===== src/vx_req_queue.sv =====
`timescale 1ns/1ps
`default_nettype none

module vx_req_queue #(
    parameter type payload_t = logic,
    parameter int  DEPTH     = 4
) (
    input  wire           clk,
    input  wire           arst_n,
    input  wire           push,
    input  wire payload_t push_data,
    output logic          full,
    input  wire           pop,
    output payload_t      pop_data,
    output logic          empty
);

    localparam int PTR_W = (DEPTH > 1) ? $clog2(DEPTH) : 1;
    localparam int CNT_W = $clog2(DEPTH + 1);

    payload_t         slots [DEPTH];
    logic [PTR_W-1:0] wr_ptr;
    logic [PTR_W-1:0] rd_ptr;
    logic [CNT_W-1:0] count;
    logic             do_push;
    logic             do_pop;

    function automatic logic [PTR_W-1:0] next_ptr(input logic [PTR_W-1:0] ptr);
        return (ptr == PTR_W'(DEPTH - 1)) ? '0 : ptr + 1'b1;
    endfunction

    assign full     = (count == CNT_W'(DEPTH));
    assign empty    = (count == '0);
    assign do_push  = push && !full;
    assign do_pop   = pop && !empty;

    // Head is visible without a pop
    assign pop_data = slots[rd_ptr];

    always_ff @(posedge clk or negedge arst_n) begin
        if (!arst_n) begin
            wr_ptr <= '0;
            rd_ptr <= '0;
            count  <= '0;
        end else begin
            if (do_push) begin
                wr_ptr <= next_ptr(wr_ptr);
            end
            if (do_pop) begin
                rd_ptr <= next_ptr(rd_ptr);
            end
            case ({do_push, do_pop})
                2'b10:   count <= count + 1'b1;
                2'b01:   count <= count - 1'b1;
                default: count <= count;
            endcase
        end
    end

    always_ff @(posedge clk) begin
        if (do_push) begin
            slots[wr_ptr] <= push_data;
        end
    end

endmodule

`default_nettype wire


===== config.mk =====
export PLATFORM = sky130hd
export DESIGN_NAME = vx_req_queue
export DESIGN_NICKNAME = d
export VERILOG_FILES = /design/src/vx_req_queue.sv
export SDC_FILE = /design/constraint.sdc
export NUM_CORES = 1
export LEC_CHECK = 0
export BUFFER_PORTS_ARGS = -buffer_cell sky130_fd_sc_hd__buf_2
export CORE_MARGIN = 2
export CORE_UTILIZATION = 25
export CTS_CLUSTER_SIZE = 16
export DETAILED_ROUTE_END_ITERATION = 8
export SLEW_MARGIN = 20
export SYNTH_ARGS = -nofsm -noshare
export SYNTH_HDL_FRONTEND = slang
export SYNTH_SLANG_ARGS = --single-unit
export TNS_END_PERCENT = 50

===== constraint.sdc =====
create_clock -name clk -period 1.7 [get_ports clk]
set_input_delay 0.17 -clock clk [delete_from_list [all_inputs] [get_ports clk]]
set_output_delay 0.17 -clock clk [all_outputs]
set_load 0.02 [all_outputs]

==> run summary <==
Die Y -> 54.2 µm
Endpoint of the most critical register-to-register path -> count[2]
Worst EP arrival -> 1.99 ns
Remaining Overflow, GRT -> 0
Register-to-Register Setup Slack -> -0.09 ns
Clock insertion delay at the later pin of the skew report -> 0.27 ns
Cell area after placement -> 752 µm²
Outcome -> complete, but fails checks
Wire length after detailed routing -> 887 µm
Cell depth of the worst flop-to-flop path -> 9
Count of distinct cell types in the synthesized netlist -> 17
I/O pin count -> 8
Largest clock skew in the final design -> 0.000411 ns
Root Buffer -> sky130_fd_sc_hd__clkbuf_4
Die footprint -> 2930 µm²
Minimum clock period after layout -> 1.79 ns
Final estimated routing congestion in global placement -> 0.686
Clock tree from TritonCTS -> yes
Number of slew-limit violations in the final report -> 0
Fraction of final layout cells sized beyond drive strength 1 -> 56.1%
Residual DRC -> 0
Post-Synthesis Net Count -> 57
Peak fanout along the critical path -> 3
Half-perimeter wire length of the detailed placement result -> 675 µm
Row count -> 18
Area of the mapped netlist -> 629 µm²
First-pass DRT Iterations -> 4
Leakage power -> 0.397 nW
# H-tree levels -> 1
Highest metal used -> met4
Nature of the critical path endpoint -> register
Clock-pin slew on the worst setup and hold paths -> 0.07 ns
CTS max path bufs -> 2
Buffering stage count on the worst path with inverters included -> 2
Vias post-DR -> 380
Worst hold path cell count -> 1
Critical setup path kind -> register to register
Max-Slew Margin vs Limit -> 85.6%
Most used cells in the layout excluding fill and tap cells -> sky130_fd_sc_hd__buf_4, sky130_fd_sc_hd__dfrtp_1, sky130_fd_sc_hd__buf_2
Post-detailed-route via-to-cell ratio -> 3.96
Fill cell instance count of the final layout -> 239
Max-cap viol count -> 0
Count of port buffers added during placement -> 7
Setup repair after global routing missed its margin -> true
CP delay by family, top -> simple AND/OR/NAND/NOR gates
Total area of sequential cells -> 295 µm²
Failing checks -> negative setup slack
Power per unit of standard cell area -> 1710 nW/µm²
Clock buffers created by TritonCTS -> 3
Total chip power -> 1.40 mW
Worst r2r src -> count[0]
Area used by multi-input combinational logic -> 323 µm²
Largest stage delay on the critical path -> 0.43 ns
Routed wire length per instance -> 9.24 µm
Count of clock tree sinks -> 11
Std-Cell Core Area -> 2430 µm²
Fmax -> 558 MHz
Starting DRT DRC Count -> 2
Synth Register Bits -> 11
Via count of the first global-routing pass -> 339
Design area -> 822 µm²
Req. time, crit path -> 1.89 ns
Worst hold slack -> 0.117 ns
DRT antenna net count -> 0
Actual transition at the worst max-transition pin -> 0.216 ns
Number of nets in the finished design -> 79
Number of hold violations in the final report -> 0
Slowest library cell on the worst path -> sky130_fd_sc_hd__dfrtp_1
Worst setup slack after layout -> -0.0910 ns
First-pass GRT wire length -> 1.28 mm
Initial cell density of the core -> 25.9%
Largest net degree at the start of global routing -> 8
Hold_sp -> push_data
Most common cell after layout, fill and taps aside -> sky130_fd_sc_hd__buf_4
Critical path startpoint category -> register
GR Util All Layers -> 6.41%
Endpoints failing setup -> 2
Share of the yosys chip area belonging to registers -> 46.9%
Final cycle utilization of the critical path -> 105%
Mapped Cells -> 45
Floorplan die width -> 54.2 µm
Number of warning messages in the yosys log -> 0
P&R area growth vs syn -> 30.6%
Synthesized area per cell -> 14.0 µm²
Worst Hold End -> slots[2]
Total met3 wirelength after detailed routing -> 59 µm
VDD IR max -> 0.855 mV
Met1 WL -> 404 µm
Number of antenna violations at the first check in global routing -> 0
Number of inserted diodes -> 0
Ordered cell list for the critical path -> nor3b_4 > nor2b_4 > inv_2 > ha_4 > inv_2 > fa_2 > xor2_1 > nor2_1 > xor2_1
Path class of the lowest-slack min-delay path -> primary input to register
Wire length on met2 -> 414 µm
-- metal layers --
layer / global-route usage [%] / vias to the layer above
met5: 0 / -
met4: 2.50 / 0
met3: 3.33 / 2
met2: 10.8 / 10
met1: 6.66 / 179
li1: - / 189
-- metrics by stage --
| step | cells | setup WS [ns] | TNS (ns) | utilization, % |
|---|---|---|---|---|
| after floorplan | 45 | -0.265 | -0.470 | - |
| after global placement | 88 | -0.118 | -0.145 | 30.9 |
| after detailed placement | 88 | -0.130 | -0.198 | 30.9 |
| after CTS | 94 | -0.140 | -0.190 | 32.8 |
| after global routing | 96 | -0.167 | -0.298 | 33.8 |
| final | 96 | -0.0910 | -0.124 | 33.8 |
-- worst max-delay path by stage --
stage                           to  cells past startpoint     start
after CTS                 count[2]                      9  count[1]
final                     count[2]                      9  count[0]
after detailed placement  count[2]                      9  count[0]
after global routing      count[2]                      9  count[0]
after global placement    count[2]                      9  count[0]
after floorplan           count[2]                      9  count[0]
-- cell usage after synthesis, drive strengths merged --
library cell | n | share of area (%)
dfrtp | 7 | 28
inv | 7 | 4.2
ha | 6 | 12
and2 | 4 | 4.8
edfxtp | 4 | 19
mux2 | 4 | 8.9
nor2 | 3 | 1.8
xor2 | 2 | 2.8
fa | 1 | 3.2
mux2i | 1 | 1.6
mux4 | 1 | 3.6
nand2b | 1 | 2.2
nor2b | 1 | 2.2
nor3 | 1 | 1.6
nor3b | 1 | 3.0
xnor2 | 1 | 1.4
-- logic make-up after synthesis --
logic type / synth area share, %
mux: 14.1
flops: 46.9
xor+xnor: 4.18
buf+inv: 4.18
simple gates: 15.5
fa+ha+maj: 15.1
-- final cells by class --
class                      instances  share of cell area (%)
clock buffer                       3                    2.74
clock inverter                     1                   0.609
inverter                           7                    3.20
multi-input combinational         27                    39.3
sequential                        11                    35.9
tap                               30                    4.57
timing repair buffer              17                    13.7
-- power by group --
part           switching (mW)  total [mW]  internal, mW
clock network          0.0900       0.177        0.0871
registers               0.105       0.494         0.389
logic                   0.300       0.734         0.434
total                   0.495        1.40         0.910
-- registers in the layout, summed over array words and instances, names as in the netlist --
name,cells
slots,4
count,3
rd_ptr,2
wr_ptr,2
-- repair_timing --
action / 4_1_cts / 5_1_grt
pin swaps: 3 / 1
resized for setup: 1 / 2
gates cloned: 0 / 0
buffers inserted: 1 / 2
hold endpoints to repair: 7 / 0
setup endpoints to repair: 2 / 2
hold buffers: 1 / 0
No activity file was read; power rests on OpenSTA's default activity.
