==> src/vx_mem_config.svh <==
`ifndef VX_MEM_CONFIG_SVH
`define VX_MEM_CONFIG_SVH

// Core request word address and data
`define VX_ADDR_WIDTH   16
`define VX_DATA_WIDTH   32
`define VX_TAG_WIDTH    4
`define VX_BYTEEN_WIDTH 4

// Word addresses from here upward go to the I/O bus
`define VX_IO_BASE_ADDR 16'hC000

// Local data memory depth in words
`define VX_LMEM_WORDS   256

// Request and response queue depth
`define VX_QUEUE_DEPTH  4

// Cycles allowed in the APB access phase
`define VX_IO_TIMEOUT   16

`endif
==> src/vx_mem_pkg.sv <==
`default_nettype none

`include "vx_mem_config.svh"

package vx_mem_pkg;

    // Core load or store, rw set for a store
    typedef struct packed {
        logic                        rw;
        logic [`VX_BYTEEN_WIDTH-1:0] byteen;
        logic [`VX_ADDR_WIDTH-1:0]   addr;
        logic [`VX_DATA_WIDTH-1:0]   data;
        logic [`VX_TAG_WIDTH-1:0]    tag;
    } core_req_t;

    typedef struct packed {
        logic [`VX_DATA_WIDTH-1:0]   data;
        logic [`VX_TAG_WIDTH-1:0]    tag;
        logic                        err;
    } core_rsp_t;

    // APB master outputs
    typedef struct packed {
        logic [`VX_ADDR_WIDTH-1:0]   paddr;
        logic                        psel;
        logic                        penable;
        logic                        pwrite;
        logic [`VX_DATA_WIDTH-1:0]   pwdata;
        logic [`VX_BYTEEN_WIDTH-1:0] pstrb;
    } apb_req_t;

    typedef struct packed {
        logic [`VX_DATA_WIDTH-1:0]   prdata;
        logic                        pready;
        logic                        pslverr;
    } apb_rsp_t;

endpackage

`default_nettype wire

==> src/vx_io_apb_master.sv <==
`timescale 1ns/1ps
`default_nettype none

module vx_io_apb_master
    import vx_mem_pkg::*;
(
    input  wire            clk,
    input  wire            arst_n,
    input  wire            start,
    input  wire core_req_t req,
    output apb_req_t       apb_req,
    input  wire apb_rsp_t  apb_rsp,
    output logic           done,
    output core_rsp_t      rsp,
    output logic           idle
);

    typedef enum logic [1:0] {
        IDLE,
        SETUP,
        ACCESS,
        DONE
    } state_e;

    state_e    state;
    state_e    next_state;
    core_req_t req_q;
    logic      timer_start;
    logic      timer_stop;
    logic      expired;

    always_comb begin
        next_state = state;
        case (state)
            IDLE:    if (start) next_state = SETUP;
            SETUP:   next_state = ACCESS;
            ACCESS:  if (apb_rsp.pready || expired) next_state = DONE;
            DONE:    next_state = IDLE;
            default: next_state = IDLE;
        endcase
    end

    always_ff @(posedge clk or negedge arst_n) begin
        if (!arst_n) begin
            state <= IDLE;
        end else begin
            state <= next_state;
        end
    end

    // Timer covers the access phase only
    assign timer_start = (state == SETUP);
    assign timer_stop  = (state == ACCESS) && apb_rsp.pready;

    vx_io_timer io_timer (
        .clk     (clk),
        .arst_n  (arst_n),
        .start   (timer_start),
        .stop    (timer_stop),
        .expired (expired)
    );

    // Request held for the whole transfer
    always_ff @(posedge clk) begin
        if (state == IDLE && start) begin
            req_q <= req;
        end
        if (state == ACCESS) begin
            if (apb_rsp.pready) begin
                rsp.data <= req_q.rw ? '0 : apb_rsp.prdata;
                rsp.tag  <= req_q.tag;
                rsp.err  <= apb_rsp.pslverr;
            end else if (expired) begin
                rsp.data <= '0;
                rsp.tag  <= req_q.tag;
                rsp.err  <= 1'b1;
            end
        end
    end

    assign apb_req.paddr   = req_q.addr;
    assign apb_req.psel    = (state == SETUP) || (state == ACCESS);
    assign apb_req.penable = (state == ACCESS);
    assign apb_req.pwrite  = req_q.rw;
    assign apb_req.pwdata  = req_q.data;
    assign apb_req.pstrb   = req_q.byteen;

    assign done = (state == DONE);
    assign idle = (state == IDLE);

endmodule

`default_nettype wire

==> src/vx_io_timer.sv <==
`timescale 1ns/1ps
`default_nettype none

`include "vx_mem_config.svh"

module vx_io_timer (
    input  wire  clk,
    input  wire  arst_n,
    input  wire  start,
    input  wire  stop,
    output logic expired
);

    localparam int CNT_W = $clog2(`VX_IO_TIMEOUT + 1);

    logic [CNT_W-1:0] count;
    logic             running;

    // High in the last allowed cycle only, running drops with it
    assign expired = running && (count == '0);

    always_ff @(posedge clk or negedge arst_n) begin
        if (!arst_n) begin
            count   <= '0;
            running <= 1'b0;
        end else if (stop) begin
            running <= 1'b0;
        end else if (start) begin
            count   <= CNT_W'(`VX_IO_TIMEOUT - 1);
            running <= 1'b1;
        end else if (running) begin
            if (count == '0) begin
                running <= 1'b0;
            end else begin
                count <= count - 1'b1;
            end
        end
    end

endmodule

`default_nettype wire

==> config.mk <==
export PLATFORM = sky130hd
export DESIGN_NAME = vx_io_apb_master
export DESIGN_NICKNAME = d
export VERILOG_FILES = /design/src/vx_mem_pkg.sv /design/src/vx_io_apb_master.sv /design/src/vx_io_timer.sv
export VERILOG_INCLUDE_DIRS = /design/src
export SDC_FILE = /design/constraint.sdc
export NUM_CORES = 1
export LEC_CHECK = 0
export BUFFER_PORTS_ARGS = -buffer_cell sky130_fd_sc_hd__buf_2
export CAP_MARGIN = 20
export CORE_MARGIN = 5
export CORE_UTILIZATION = 46
export DETAILED_ROUTE_END_ITERATION = 6
export PLACE_DENSITY_LB_ADDON = 0.15
export RECOVER_POWER = 50
export SLEW_MARGIN = 30
export SYNTH_ARGS = -nofsm -noshare
export SYNTH_HDL_FRONTEND = slang
export SYNTH_HIERARCHICAL = 1
export SYNTH_SLANG_ARGS = --single-unit
==> constraint.sdc <==
create_clock -name clk -period 3.7 [get_ports clk]
set_input_delay 0.74 -clock clk [delete_from_list [all_inputs] [get_ports clk]]
set_output_delay 0.74 -clock clk [all_outputs]
set_load 0.05 [all_outputs]
==> impl_results.md, run 1 <==
- Combined global-route utilization of all metal layers: 0.142
- Post-detail-place hpwl: about 6.0 mm
- Avg WL per Cell: roughly 16 um
- P_leak: 1.96 nW
- Share of the cycle needed by the critical path after routing: 0.596
- Critical Setup Path Class: reg -> reg
- Number of inserted diodes: 0
- Total nets after synthesis: ~340
- Setup TNS after final layout: 0 ps
- Status: finished, violations left
- Pins over their slew limit: 33
- Kind of path behind the tightest hold check: in -> async
- Number of cells upsized or downsized after cts: 0
- Die width: ~100 um
- Violations in the final reports: max-capacitance violations, max-slew violations
- Top cells by area in the synthesized netlist: sky130_fd_sc_hd__edfxtp_1 70%, sky130_fd_sc_hd__buf_4 10%, sky130_fd_sc_hd__dfrtp_1 5.0%
- GP Congestion: between 0.7 and 0.8
- Vert. Die Dim: around 100 um
- Source of the worst register-to-register timing path: io_timer/count[0]
- Antenna Nets Post-Route: 0
- Power density of the placed cells: approximately 730 nW/um^2
- Worst R2R Path Depth: 8
- Max capacitance violation total: 1
- Transition at the pin with the smallest max-transition slack: between 1500 and 2000 ps
- Register-to-register path setup slack: 1500 ps
- Element type at the critical path start: flip-flop
- Required time of the critical path: between 3000 and 4000 ps
- Initial core utilization: 0.466
- Layout overhead on the synthesized area: 19.9%
- Critical path data arrival time: approximately 2200 ps
- Via count: between 2000 and 2500
- Share of synthesized area occupied by flip-flops and latches: 0.751
- Maximum fanout along the worst path: 37
- First-pass DRT Iterations: 4
- Core Rows: 34
- Flip-flop and latch count after synthesis: 102
- Clock-pin slew on the worst setup and hold paths: approximately 100 ps
- Maximum operating frequency: 454 MHz
- Layout cell share with drive strength beyond 1: 0.488
- Layout Skew: between 10 and 15 ps
- Mean cell area of the mapped netlist: 17.1 sq um
- Worst-case clock buffer depth: 2
- Critical Path Source: io_timer/count[0]
- Final critical delay including setup and external delays: roughly 2200 ps
- Count of distinct cell types in the synthesized netlist: 31
- Placeable Area: around 8600 sq um
- Initial antenna violation count: 0
- Via count of the first global-routing pass: ~2300
- Port Buffers: 187
- I/O pin total: 188
- Number of H-tree branching levels: 3
- Proportion of netlist area held by the largest area contributor: 0.701
- Number of remaining DRC errors: 0
- Kind of end point of the critical path: flip-flop
- Area of the die: about 11000 sq um
- Global-route wire length before repair: approximately 12 mm
- Power after layout: about 3.5 mW
- Cell count after synthesis: around 240
- Vias per std cell: roughly 4.5
- Post-CTS setup buffer count: 0
- Hold Violations, Final: 0
- Grt ovf: 0
- Post-CTS Hold Buffers: 0
- Worst skew pair latency: ~340 ps
- Worst relative slew slack: -0.00822
- Highest ir drop seen on vdd: 0.563 mV
- Total wire length after detailed routing: around 8 mm
- Number of DRC markers in iteration 0: 47
- Final net count: 480
- Unrepaired setup endpoints after global routing: no
- Clock root cell: sky130_fd_sc_hd__clkbuf_8
- Largest net degree at the start of global routing: 38
- Most area-hungry cell type in the Yosys netlist: sky130_fd_sc_hd__edfxtp_1
- Num CTS Buffers: 9
- Clk sinks: roughly 100
- Final setup fails: 0
- End of the worst register-to-register path: rsp[32]
- Synth Cell Area: just over 4000 sq um
- Warnings, synthesis: 6
- Clock tree from TritonCTS: yes
worst max path at each step:
stage	to	slack, ps
finish	rsp[32]	1500
global route	rsp[25]	1240
global placement	rsp[10]	1550
detailed placement	rsp[33]	1510
floorplan	rsp[0]	390
CTS	rsp[32]	1470
layout by cell type, fill, tap and decap left out, types with 5 or more instances in the layout:
master / synthesis / final
sky130_fd_sc_hd__and2_2: 21 / 21
sky130_fd_sc_hd__clkbuf_1: 0 / 45
sky130_fd_sc_hd__dfrtp_1: 8 / 8
sky130_fd_sc_hd__ha_1: 6 / 6
sky130_fd_sc_hd__edfxtp_1: 94 / 94
sky130_fd_sc_hd__inv_1: 5 / 5
sky130_fd_sc_hd__buf_2: 0 / 142
sky130_fd_sc_hd__clkbuf_8: 0 / 9
sky130_fd_sc_hd__and2_0: 0 / 9
sequential cells by signal, summed over array words and instances (netlist names):
register and count:
state 2, rsp 37, io_timer/count 5, req_q 4, io_timer/running 1, apb_req 53
cell families (layout without fill, tap and decap cells):
kind of cell / count (synthesis) / count (layout) / share of synthesized area
AND/OR/NAND/NOR: 56 / 56 / 0.0936
flip-flops: 102 / 102 / 0.751
multiplexers: 1 / 1 / 0.00373
adder cells (fa/ha/maj): 6 / 6 / 0.0187
buffers and inverters: 62 / 211 / 0.114
AO/OA/AOI/OAI: 9 / 9 / 0.0190
worst max-delay path, cell delays in order (launching register included):
cell and delay (ps):
sky130_fd_sc_hd__dfrtp_1 420, sky130_fd_sc_hd__inv_1 70, sky130_fd_sc_hd__ha_1 180, sky130_fd_sc_hd__nand2_1 70, sky130_fd_sc_hd__or2_2 300, sky130_fd_sc_hd__nor3_1 180
sky130_fd_sc_hd__nor2_2 100, sky130_fd_sc_hd__nor2b_4 100, sky130_fd_sc_hd__buf_4 410
synth_stat cells:
library cell and count:
sky130_fd_sc_hd__edfxtp_1 94, sky130_fd_sc_hd__buf_4 54, sky130_fd_sc_hd__and2_2 21, sky130_fd_sc_hd__and2_1 13, sky130_fd_sc_hd__dfrtp_1 8, sky130_fd_sc_hd__ha_1 6, sky130_fd_sc_hd__inv_1 5, sky130_fd_sc_hd__nor2_1 4
sky130_fd_sc_hd__buf_6 3, sky130_fd_sc_hd__nand2_1 3, sky130_fd_sc_hd__nand2b_1 2, sky130_fd_sc_hd__nand4_1 2, sky130_fd_sc_hd__nor2b_1 2, sky130_fd_sc_hd__o21a_1 2, sky130_fd_sc_hd__a21bo_1 1, sky130_fd_sc_hd__a21oi_2 1
sky130_fd_sc_hd__a2bb2oi_1 1, sky130_fd_sc_hd__and2b_1 1, sky130_fd_sc_hd__mux2_4 1, sky130_fd_sc_hd__nand3_1 1, sky130_fd_sc_hd__nor2_2 1, sky130_fd_sc_hd__nor2b_4 1, sky130_fd_sc_hd__nor3_1 1, sky130_fd_sc_hd__nor4b_1 1
sky130_fd_sc_hd__o2111ai_1 1, sky130_fd_sc_hd__o21ai_0 1, sky130_fd_sc_hd__o311a_2 1, sky130_fd_sc_hd__o311ai_0 1, sky130_fd_sc_hd__or2_2 1, sky130_fd_sc_hd__or2b_1 1, sky130_fd_sc_hd__or4b_4 1
where the power goes:
part	switching [mW]	internal, mW
Clock	0.381	0.323
Combinational	0.946	0.262
Sequential	0.0795	1.53
Total	1.41	2.11
final cells by class:
class | instances | area, sq um
fillers | 756 | 3810
flip-flops and latches | 102 | 3020
repair buffers | 190 | 902
multi-input cells | 72 | 543
well taps | 108 | 135
clock buffers | 9 | 124
clock inverters | 7 | 80.1
inverters | 5 | 18.8
stage by stage:
stage                     cell area [sq um]  worst slack (ps)  utilization  hold slack, ps  std cells
final                                  4830              1500        0.559             306        493
after global routing                   4830              1240        0.559             325        493
after CTS                              4890              1470        0.566             203        493
after detailed placement               4690              1510        0.543             407        477
after global placement                 4690              1550        0.543             407        477
after floorplan                        4020               392            -             400        236
per-layer routing:
| layer | wire [um] | global-route usage | vias up |
|---|---|---|---|
| met4 | 56 | 0.0394 | 0 |
| met1 | 3260 | 0.176 | 1011 |
| met5 | 0 | 0 | - |
| met3 | 1000 | 0.0746 | 7 |
| li1 | - | - | 1064 |
| met2 | 3560 | 0.218 | 127 |
Note: power is estimated with default switching activity, not from simulation.
==> run 2: changes to the inputs <==
--- a/config.mk
+++ b/config.mk
@@ -9,7 +9,7 @@
 export BUFFER_PORTS_ARGS = -buffer_cell sky130_fd_sc_hd__buf_2
 export CAP_MARGIN = 20
 export CORE_MARGIN = 5
-export CORE_UTILIZATION = 46
+export CORE_UTILIZATION = 42
 export DETAILED_ROUTE_END_ITERATION = 6
 export PLACE_DENSITY_LB_ADDON = 0.15
 export RECOVER_POWER = 50
==> constraint.sdc (replaced) <==
create_clock -name clk -period 1.8 [get_ports clk]
set_input_delay 0.36 -clock clk [delete_from_list [all_inputs] [get_ports clk]]
set_output_delay 0.36 -clock clk [all_outputs]
set_load 0.05 [all_outputs]
==> impl_results.md, run 2 (synthesis results as in run 1) <==
- I/O pin total: 188 (unchanged)
- Maximum fanout along the worst path: 14 (-62%)
- Required time of the critical path: 1860 ps (-1830 ps)
- Worst relative slew slack: 0.381 (+0.389)
- Worst-case clock buffer depth: 2 (unchanged)
- Kind of end point of the critical path: flip-flop
- Post-layout worst setup margin: -10.9 ps (-1510 ps)
- Combined global-route utilization of all metal layers: 0.137 (-0.00479)
- Antenna Nets Post-Route: 0 (unchanged)
- Clk sinks: 102 (unchanged)
- Clock root cell: sky130_fd_sc_hd__clkbuf_8
- Most common library cell in the layout ignoring fill and taps: sky130_fd_sc_hd__buf_2
- Maximum operating frequency: 552 MHz (+22%)
- End of the worst register-to-register path: rsp[28]
- Final setup fails: 20 (+20)
- Share of the cycle needed by the critical path after routing: 1.01 (+0.410)
- Element type at the critical path start: flip-flop
- Kind of path behind the tightest hold check: in -> reg
- Placeable Area: 9280 sq um (+7.5%)
- Top library cells by usage in the layout, fill and taps aside: 157 x sky130_fd_sc_hd__buf_2, 94 x sky130_fd_sc_hd__edfxtp_1, 28 x sky130_fd_sc_hd__clkbuf_1, 21 x sky130_fd_sc_hd__and2_2, 9 x sky130_fd_sc_hd__clkbuf_8
- Port Buffers: 187 (unchanged)
- Critical path data arrival time: 1870 ps (-320 ps)
- First-pass DRT Iterations: 4 (unchanged)
- Part of the power in registers: 0.446 (-0.010)
- Number of flip-flops in the largest register: 53 (unchanged)
- Number of H-tree branching levels: 3 (unchanged)
- Layout Skew: 13.0 ps (-0.637 ps)
- Worst skew pair latency: 350 ps (about the same)
- Register-to-register path setup slack: -10 ps (-1510 ps)
- Unrepaired setup endpoints after global routing: yes
- Critical Path Source: io_timer/count[0]
- Number of DRC markers in iteration 0: 70 (+49%)
- Num CTS Buffers: 9 (unchanged)
- Proportion of power drawn by the clock network: 0.180 (-0.020)
- Reported net switching power: 2.97 mW (+110%)
- Post-detail-place hpwl: 6.32 mm (+5.0%)
- Core Rows: 35 (+2.9%)
- Global-route wire length before repair: 12.1 mm (about the same)
- Pins over their slew limit: 0 (-100%)
- Grt ovf: 0 (unchanged)
- Via count: 2296 (+3.9%)
- Via count of the first global-routing pass: 2460 (+5.7%)
- Initial core utilization: 0.433 (-0.0325)
- Critical Setup Path Class: reg -> reg
- Fin Hold WS: 172 ps (-134 ps)
- Final critical delay including setup and external delays: 1810 ps (-394 ps)
- Layout overhead on the synthesized area: 25.1%
- DP Worst Slack: -38.4 ps (-1550 ps)
- Highest ir drop seen on vdd: 1.18 mV (+110%)
- Avg WL per Cell: 15.6 um (-2.1%)
- Hold Violations, Final: 0 (unchanged)
- Number of remaining DRC errors: 0 (unchanged)
- Transition at the pin with the smallest max-transition slack: 927 ps (-583 ps)
- Vias per std cell: 4.37 (-2.4%)
- Fraction of power spent switching nets: 0.403 (+0.00271)
- Worst R2R Path Depth: 8 (unchanged)
- P_int: 4.40 mW (+110%)
- Largest net degree at the start of global routing: 33 (-13%)
- GP Congestion: 0.784 (+3.3%)
- Worst Setup EP: rsp[28]
- Max capacitance violation total: 0 (-1)
- Clock-pin slew on the worst setup and hold paths: 110 ps (about the same)
- Power after layout: 7.37 mW (+110%)
- Clock tree from TritonCTS: yes
- Area of the die: 11600 sq um (+8.6%)
- Share of power burned in combinational logic: 0.374 (+0.031)
- Status: finished, violations left
- Die width: 108 um (+4.2%)
- Power density of the placed cells: 1460 nW/um^2 (+100%)
- Final net count: 491 (+2.3%)
- Vert. Die Dim: 108 um (+4.2%)
- Number of inserted diodes: 0 (unchanged)
- Source of the worst register-to-register timing path: io_timer/count[0]
- Layout cell share with drive strength beyond 1: 0.563 (+0.0748)
- P_leak: 2.07 nW (+5.7%)
- Violations in the final reports: negative setup slack
- Total wire length after detailed routing: 8.21 mm (+4.2%)
- Initial antenna violation count: 2 (+2)
## run 2: cell count changes in the layout (fill, tap and decap cells not counted), moves of 2 or more
cell and delta:
sky130_fd_sc_hd__and2_0 -4, sky130_fd_sc_hd__clkbuf_1 -17, sky130_fd_sc_hd__buf_2 +15, sky130_fd_sc_hd__buf_8 +2
sky130_fd_sc_hd__ha_1 -2, sky130_fd_sc_hd__buf_12 +3, sky130_fd_sc_hd__buf_4 +5, sky130_fd_sc_hd__inv_2 +2
sky130_fd_sc_hd__and2_1 +3, sky130_fd_sc_hd__inv_1 -2
## run 2: worst min-delay path by stage
stage / start / to / slack [ps] / depth (start not counted)
after floorplan: arst_n / io_timer/count[0] / 60 / 0
after detailed placement: arst_n / state[0] / 220 / 1
final: req[4] / apb_req[4] / 170 / 1
after global routing: req[9] / apb_req[9] / 150 / 1
after CTS: req[4] / apb_req[4] / 150 / 1
after global placement: arst_n / state[0] / 210 / 1
## run 2: timing repair
item | 4_1_cts | 5_1_grt
buffers inserted | 3 | 2
gates cloned | 1 | 0
gates resized for setup | 3 | 12
endpoints found under the hold margin | 8 | 0
pin swaps | 1 | 2
hold buffers | 1 | 0
endpoints found under the setup margin | 34 | 40
## run 2: power groups by stage
stage | registers, mW | logic [mW] | clock network, mW
final | 3.29 | 2.75 | 1.33
after global routing | 3.34 | 2.91 | 1.47
after CTS | 3.28 | 2.81 | 1.38
after detailed placement | 3.33 | 2.73 | 0
after global placement | 3.32 | 2.72 | 0
after floorplan | 3.81 | 1.75 | 0
## run 2: final cells by class
class	count	area, sq um
clock inverter	7	55.1
timing repair buffer	201	1070
sequential	102	3020
multi-input combinational	72	582
inverter	5	18.8
fill	829	4250
tap	129	161
clock buffer	9	124
## run 2: critical path, cell delays in order, from the launching register on
cell and delay, ps:
sky130_fd_sc_hd__dfrtp_1 410, sky130_fd_sc_hd__inv_2 80, sky130_fd_sc_hd__ha_4 140, sky130_fd_sc_hd__nand2_2 50
sky130_fd_sc_hd__or2_4 240, sky130_fd_sc_hd__nor3_4 190, sky130_fd_sc_hd__nor2_4 60, sky130_fd_sc_hd__nor2b_4 170
sky130_fd_sc_hd__buf_8 180
## run 2: metal layers
layer,global-route usage,vias to the layer above,part of all wire
met5,0,-,0.0017
met4,0.0460,4,0.013
met3,0.0576,12,0.11
met2,0.233,111,0.49
met1,0.156,1079,0.39
li1,-,1090,-
## run 2: through the flow
step                cells  TNS, ps  cell area [sq um]  utilization
floorplan             236   -11710               4050            -
detailed placement    505     -861               4840        0.522
global route          525    -2810               5030        0.542
global placement      505     -307               4840        0.522
finish                525    -89.4               5030        0.542
CTS                   525     -243               5070        0.546
==> run 3: changes to the inputs <==
--- a/config.mk
+++ b/config.mk
@@ -8,6 +8,7 @@
 export LEC_CHECK = 0
 export BUFFER_PORTS_ARGS = -buffer_cell sky130_fd_sc_hd__buf_2
 export CAP_MARGIN = 20
+export CORE_ASPECT_RATIO = 0.6
 export CORE_MARGIN = 5
 export CORE_UTILIZATION = 42
 export DETAILED_ROUTE_END_ITERATION = 6
==> impl_results.md, run 3 (synthesis results as in run 1) <==
- Power after layout: 8.16 mW (+11%)
- Kind of cell adding the most delay to the critical path: simple AND/OR/NAND/NOR gates
- Antenna Nets Post-Route: 0 (unchanged)
- Number of standard cells in the layout, taps in and fillers out: 527 (+0.38%)
- Maximum operating frequency: 534 MHz (-3.4%)
- Final net count: 493 (+0.41%)
- Worst-case clock buffer depth: 2 (unchanged)
- Crit path max-delay cell type: sky130_fd_sc_hd__dfrtp_1
- Critical Setup Path Class: reg -> reg
- Dpl cell area: 4790 sq um (-1.1%)
- Highest ir drop seen on vdd: 1.50 mV (+27%)
- Max capacitance violation total: 0 (unchanged)
- Power density of the placed cells: 1570 nW/um^2 (+7.5%)
- Final setup fails: 27 (+35%)
- Number of H-tree branching levels: 3 (unchanged)
- Combined area of the multi-input logic cells: 597 sq um (+2.6%)
- Avg WL per Cell: 16.0 um (+2.4%)
- Port Buffers: 187 (unchanged)
- Critical path data arrival time: 1930 ps (+60 ps)
- Pins over their slew limit: 0 (unchanged)
- Violations in the final reports: negative setup slack
- Final design instance area without fill: 5190 sq um (+3.1%)
- Layout cell share with drive strength beyond 1: 0.491 (-0.0719)
- Area of the die: 11700 sq um (+0.56%)
- Layout Skew: 9.49 ps (-3.49 ps)
- Vias per std cell: 4.35 (-0.60%)
- Sequential cell area in the final layout: 3020 sq um (unchanged)
- Layout overhead on the synthesized area: 29.0%
- Unrepaired setup endpoints after global routing: yes
- Post-detail-place hpwl: 6.22 mm (-1.7%)
- Initial antenna violation count: 0 (-2)
- List of cells traversed by the critical path: inv_2 -> ha_4 -> nand2_2 -> or2_4 -> nor3_4 -> nor2_4 -> nor2b_4 -> buf_12 -> clkbuf_16
- Required time of the critical path: 1860 ps (about the same)
- Top library cells by usage in the layout, fill and taps aside: 126 x sky130_fd_sc_hd__buf_2, 94 x sky130_fd_sc_hd__edfxtp_1, 60 x sky130_fd_sc_hd__clkbuf_1, 21 x sky130_fd_sc_hd__and2_2, 12 x sky130_fd_sc_hd__and2_1
- Share of power burned in combinational logic: 0.349 (-0.025)
- Final critical delay including setup and external delays: 1870 ps (+63.3 ps)
- Number of DRC markers in iteration 0: 104 (+49%)
- Element type at the critical path start: flip-flop
- Worst skew pair latency: 340 ps (about the same)
- Worst relative slew slack: 0.569 (+0.188)
- Setup TNS after final layout: -1590 ps (-1500 ps)
- Maximum fanout along the worst path: 5 (-9)
- Clock root cell: sky130_fd_sc_hd__clkbuf_16
- Core Rows: 27 (-23%)
- Initial core utilization: 0.435 (+0.00129)
- Status: finished, violations left
- Post-layout worst setup margin: -74.2 ps (-63.3 ps)
- Clock tree from TritonCTS: yes
- Clk sinks: 102 (unchanged)
- P_int: 5.14 mW (+17%)
- Layout filler cell count: 827 (-0.24%)
- Global-route wire length before repair: 12.1 mm (+0.17%)
- Num CTS Buffers: 9 (unchanged)
- Transition at the pin with the smallest max-transition slack: 649 ps (-277 ps)
- Number of inserted diodes: 0 (unchanged)
- I/O pin total: 188 (unchanged)
- Proportion of power drawn by the clock network: 0.248 (+0.068)
- Most common library cell in the layout ignoring fill and taps: sky130_fd_sc_hd__buf_2
- Part of the power in registers: 0.403 (-0.043)
- Kind of end point of the critical path: flip-flop
- GP Congestion: 0.761 (-2.9%)
- Total wire length after detailed routing: 8.44 mm (+2.8%)
- Largest net degree at the start of global routing: 38 (+15%)
- Combined global-route utilization of all metal layers: 0.138 (+0.00127)
- Via count: 2291 (-0.22%)
- Placed Cells incl. Taps: 504 (-0.20%)
- Grt ovf: 0 (unchanged)
- P_leak: 2.07 nW (about the same)
- First-pass DRT Iterations: 4 (unchanged)
- Fraction of power spent switching nets: 0.371 (-0.0320)
- Number of flip-flops in the largest register: 53 (unchanged)
- Share of the cycle needed by the critical path after routing: 1.04 (+0.0351)
- Delay of the slowest critical-path stage: 390 ps (-20 ps)
- Vert. Die Dim: 85.8 um (-20%)
- Fin Hold WS: 197 ps (+25.1 ps)
- Hold Violations, Final: 0 (unchanged)
- Placeable Area: 9260 sq um (-0.30%)
- Clock-pin slew on the worst setup and hold paths: 70 ps (-40 ps)
- Reported net switching power: 3.03 mW (+2.0%)
- Number of remaining DRC errors: 0 (unchanged)
- Die width: 136 um (+26%)
- Kind of path behind the tightest hold check: in -> reg
- Crit path buffers/inverters: 3 (+1)
- Via count of the first global-routing pass: 2281 (-7.3%)
## run 3: cell count changes in the layout (fill, tap and decap cells not counted), sizes merged
cell,change
clkinv,-1
bufinv,+2
buf,-31
clkinvlp,+1
clkbuf,+33
inv,-3
## run 3: power by group through the flow
stage | Clock, mW | Combinational [mW] | Sequential, mW
finish | 2.02 | 2.85 | 3.29
global route | 2.20 | 3.01 | 3.34
CTS | 2.09 | 2.71 | 3.28
detailed placement | 0 | 2.69 | 3.33
global placement | 0 | 2.67 | 3.31
floorplan | 0 | 1.75 | 3.81
## run 3: final cells by class
class / instances / share of cell area
Clock buffer: 9 / 0.0434
Clock inverter: 6 / 0.0166
Inverter: 5 / 0.00361
Multi-Input combinational cell: 72 / 0.115
Sequential cell: 102 / 0.582
Tap cell: 130 / 0.0313
Timing Repair Buffer: 203 / 0.208
## run 3: per-layer routing
layer,routed length [um],GRT usage,vias to the layer above
li1,-,-,1091
met1,3660,0.168,1108
met2,4030,0.228,83
met3,637,0.0533,9
met4,112,0.0494,0
met5,0,0,-
## run 3: path summary, 6_finish.rpt
kind | slack, ps | end | cells past startpoint | from
setup / recovery | -70 | rsp[0] | 9 | io_timer/count[1]
hold / removal | 200 | req_q[1] | 1 | req[1]
setup reg to reg | -70 | rsp[0] | 9 | io_timer/count[1]
hold reg to reg | 420 | rsp[4] | 0 | req_q[3]
max in group asynchronous | 980 | state[1] | 2 | arst_n
min in group asynchronous | 480 | io_timer/count[3] | 2 | arst_n
## run 3: what timing repair did
action,4_1_cts,5_1_grt
endpoints found under the hold margin,8,0
setup buffers,0,2
gates cloned,0,5
hold buffers,1,0
pin swaps,0,3
resized for setup,2,9
setup endpoints to repair,38,41
## run 3: stage by stage
step	worst slack, ps	util
2_1_floorplan	-317	-
3_3_place_gp	-35.4	0.518
3_5_place_dp	-69.0	0.518
4_1_cts	-67.5	0.553
5_1_grt	-144	0.561
6_report	-74.2	0.561
## run 3: worst reg2reg max path: stages (launching register included)
cell                        delay, ps
sky130_fd_sc_hd__dfrtp_1          390
sky130_fd_sc_hd__inv_2             70
sky130_fd_sc_hd__ha_4             140
sky130_fd_sc_hd__nand2_2           50
sky130_fd_sc_hd__or2_4            260
sky130_fd_sc_hd__nor3_4           150
sky130_fd_sc_hd__nor2_4            80
sky130_fd_sc_hd__nor2b_4          170
sky130_fd_sc_hd__buf_12           150
sky130_fd_sc_hd__clkbuf_16        140
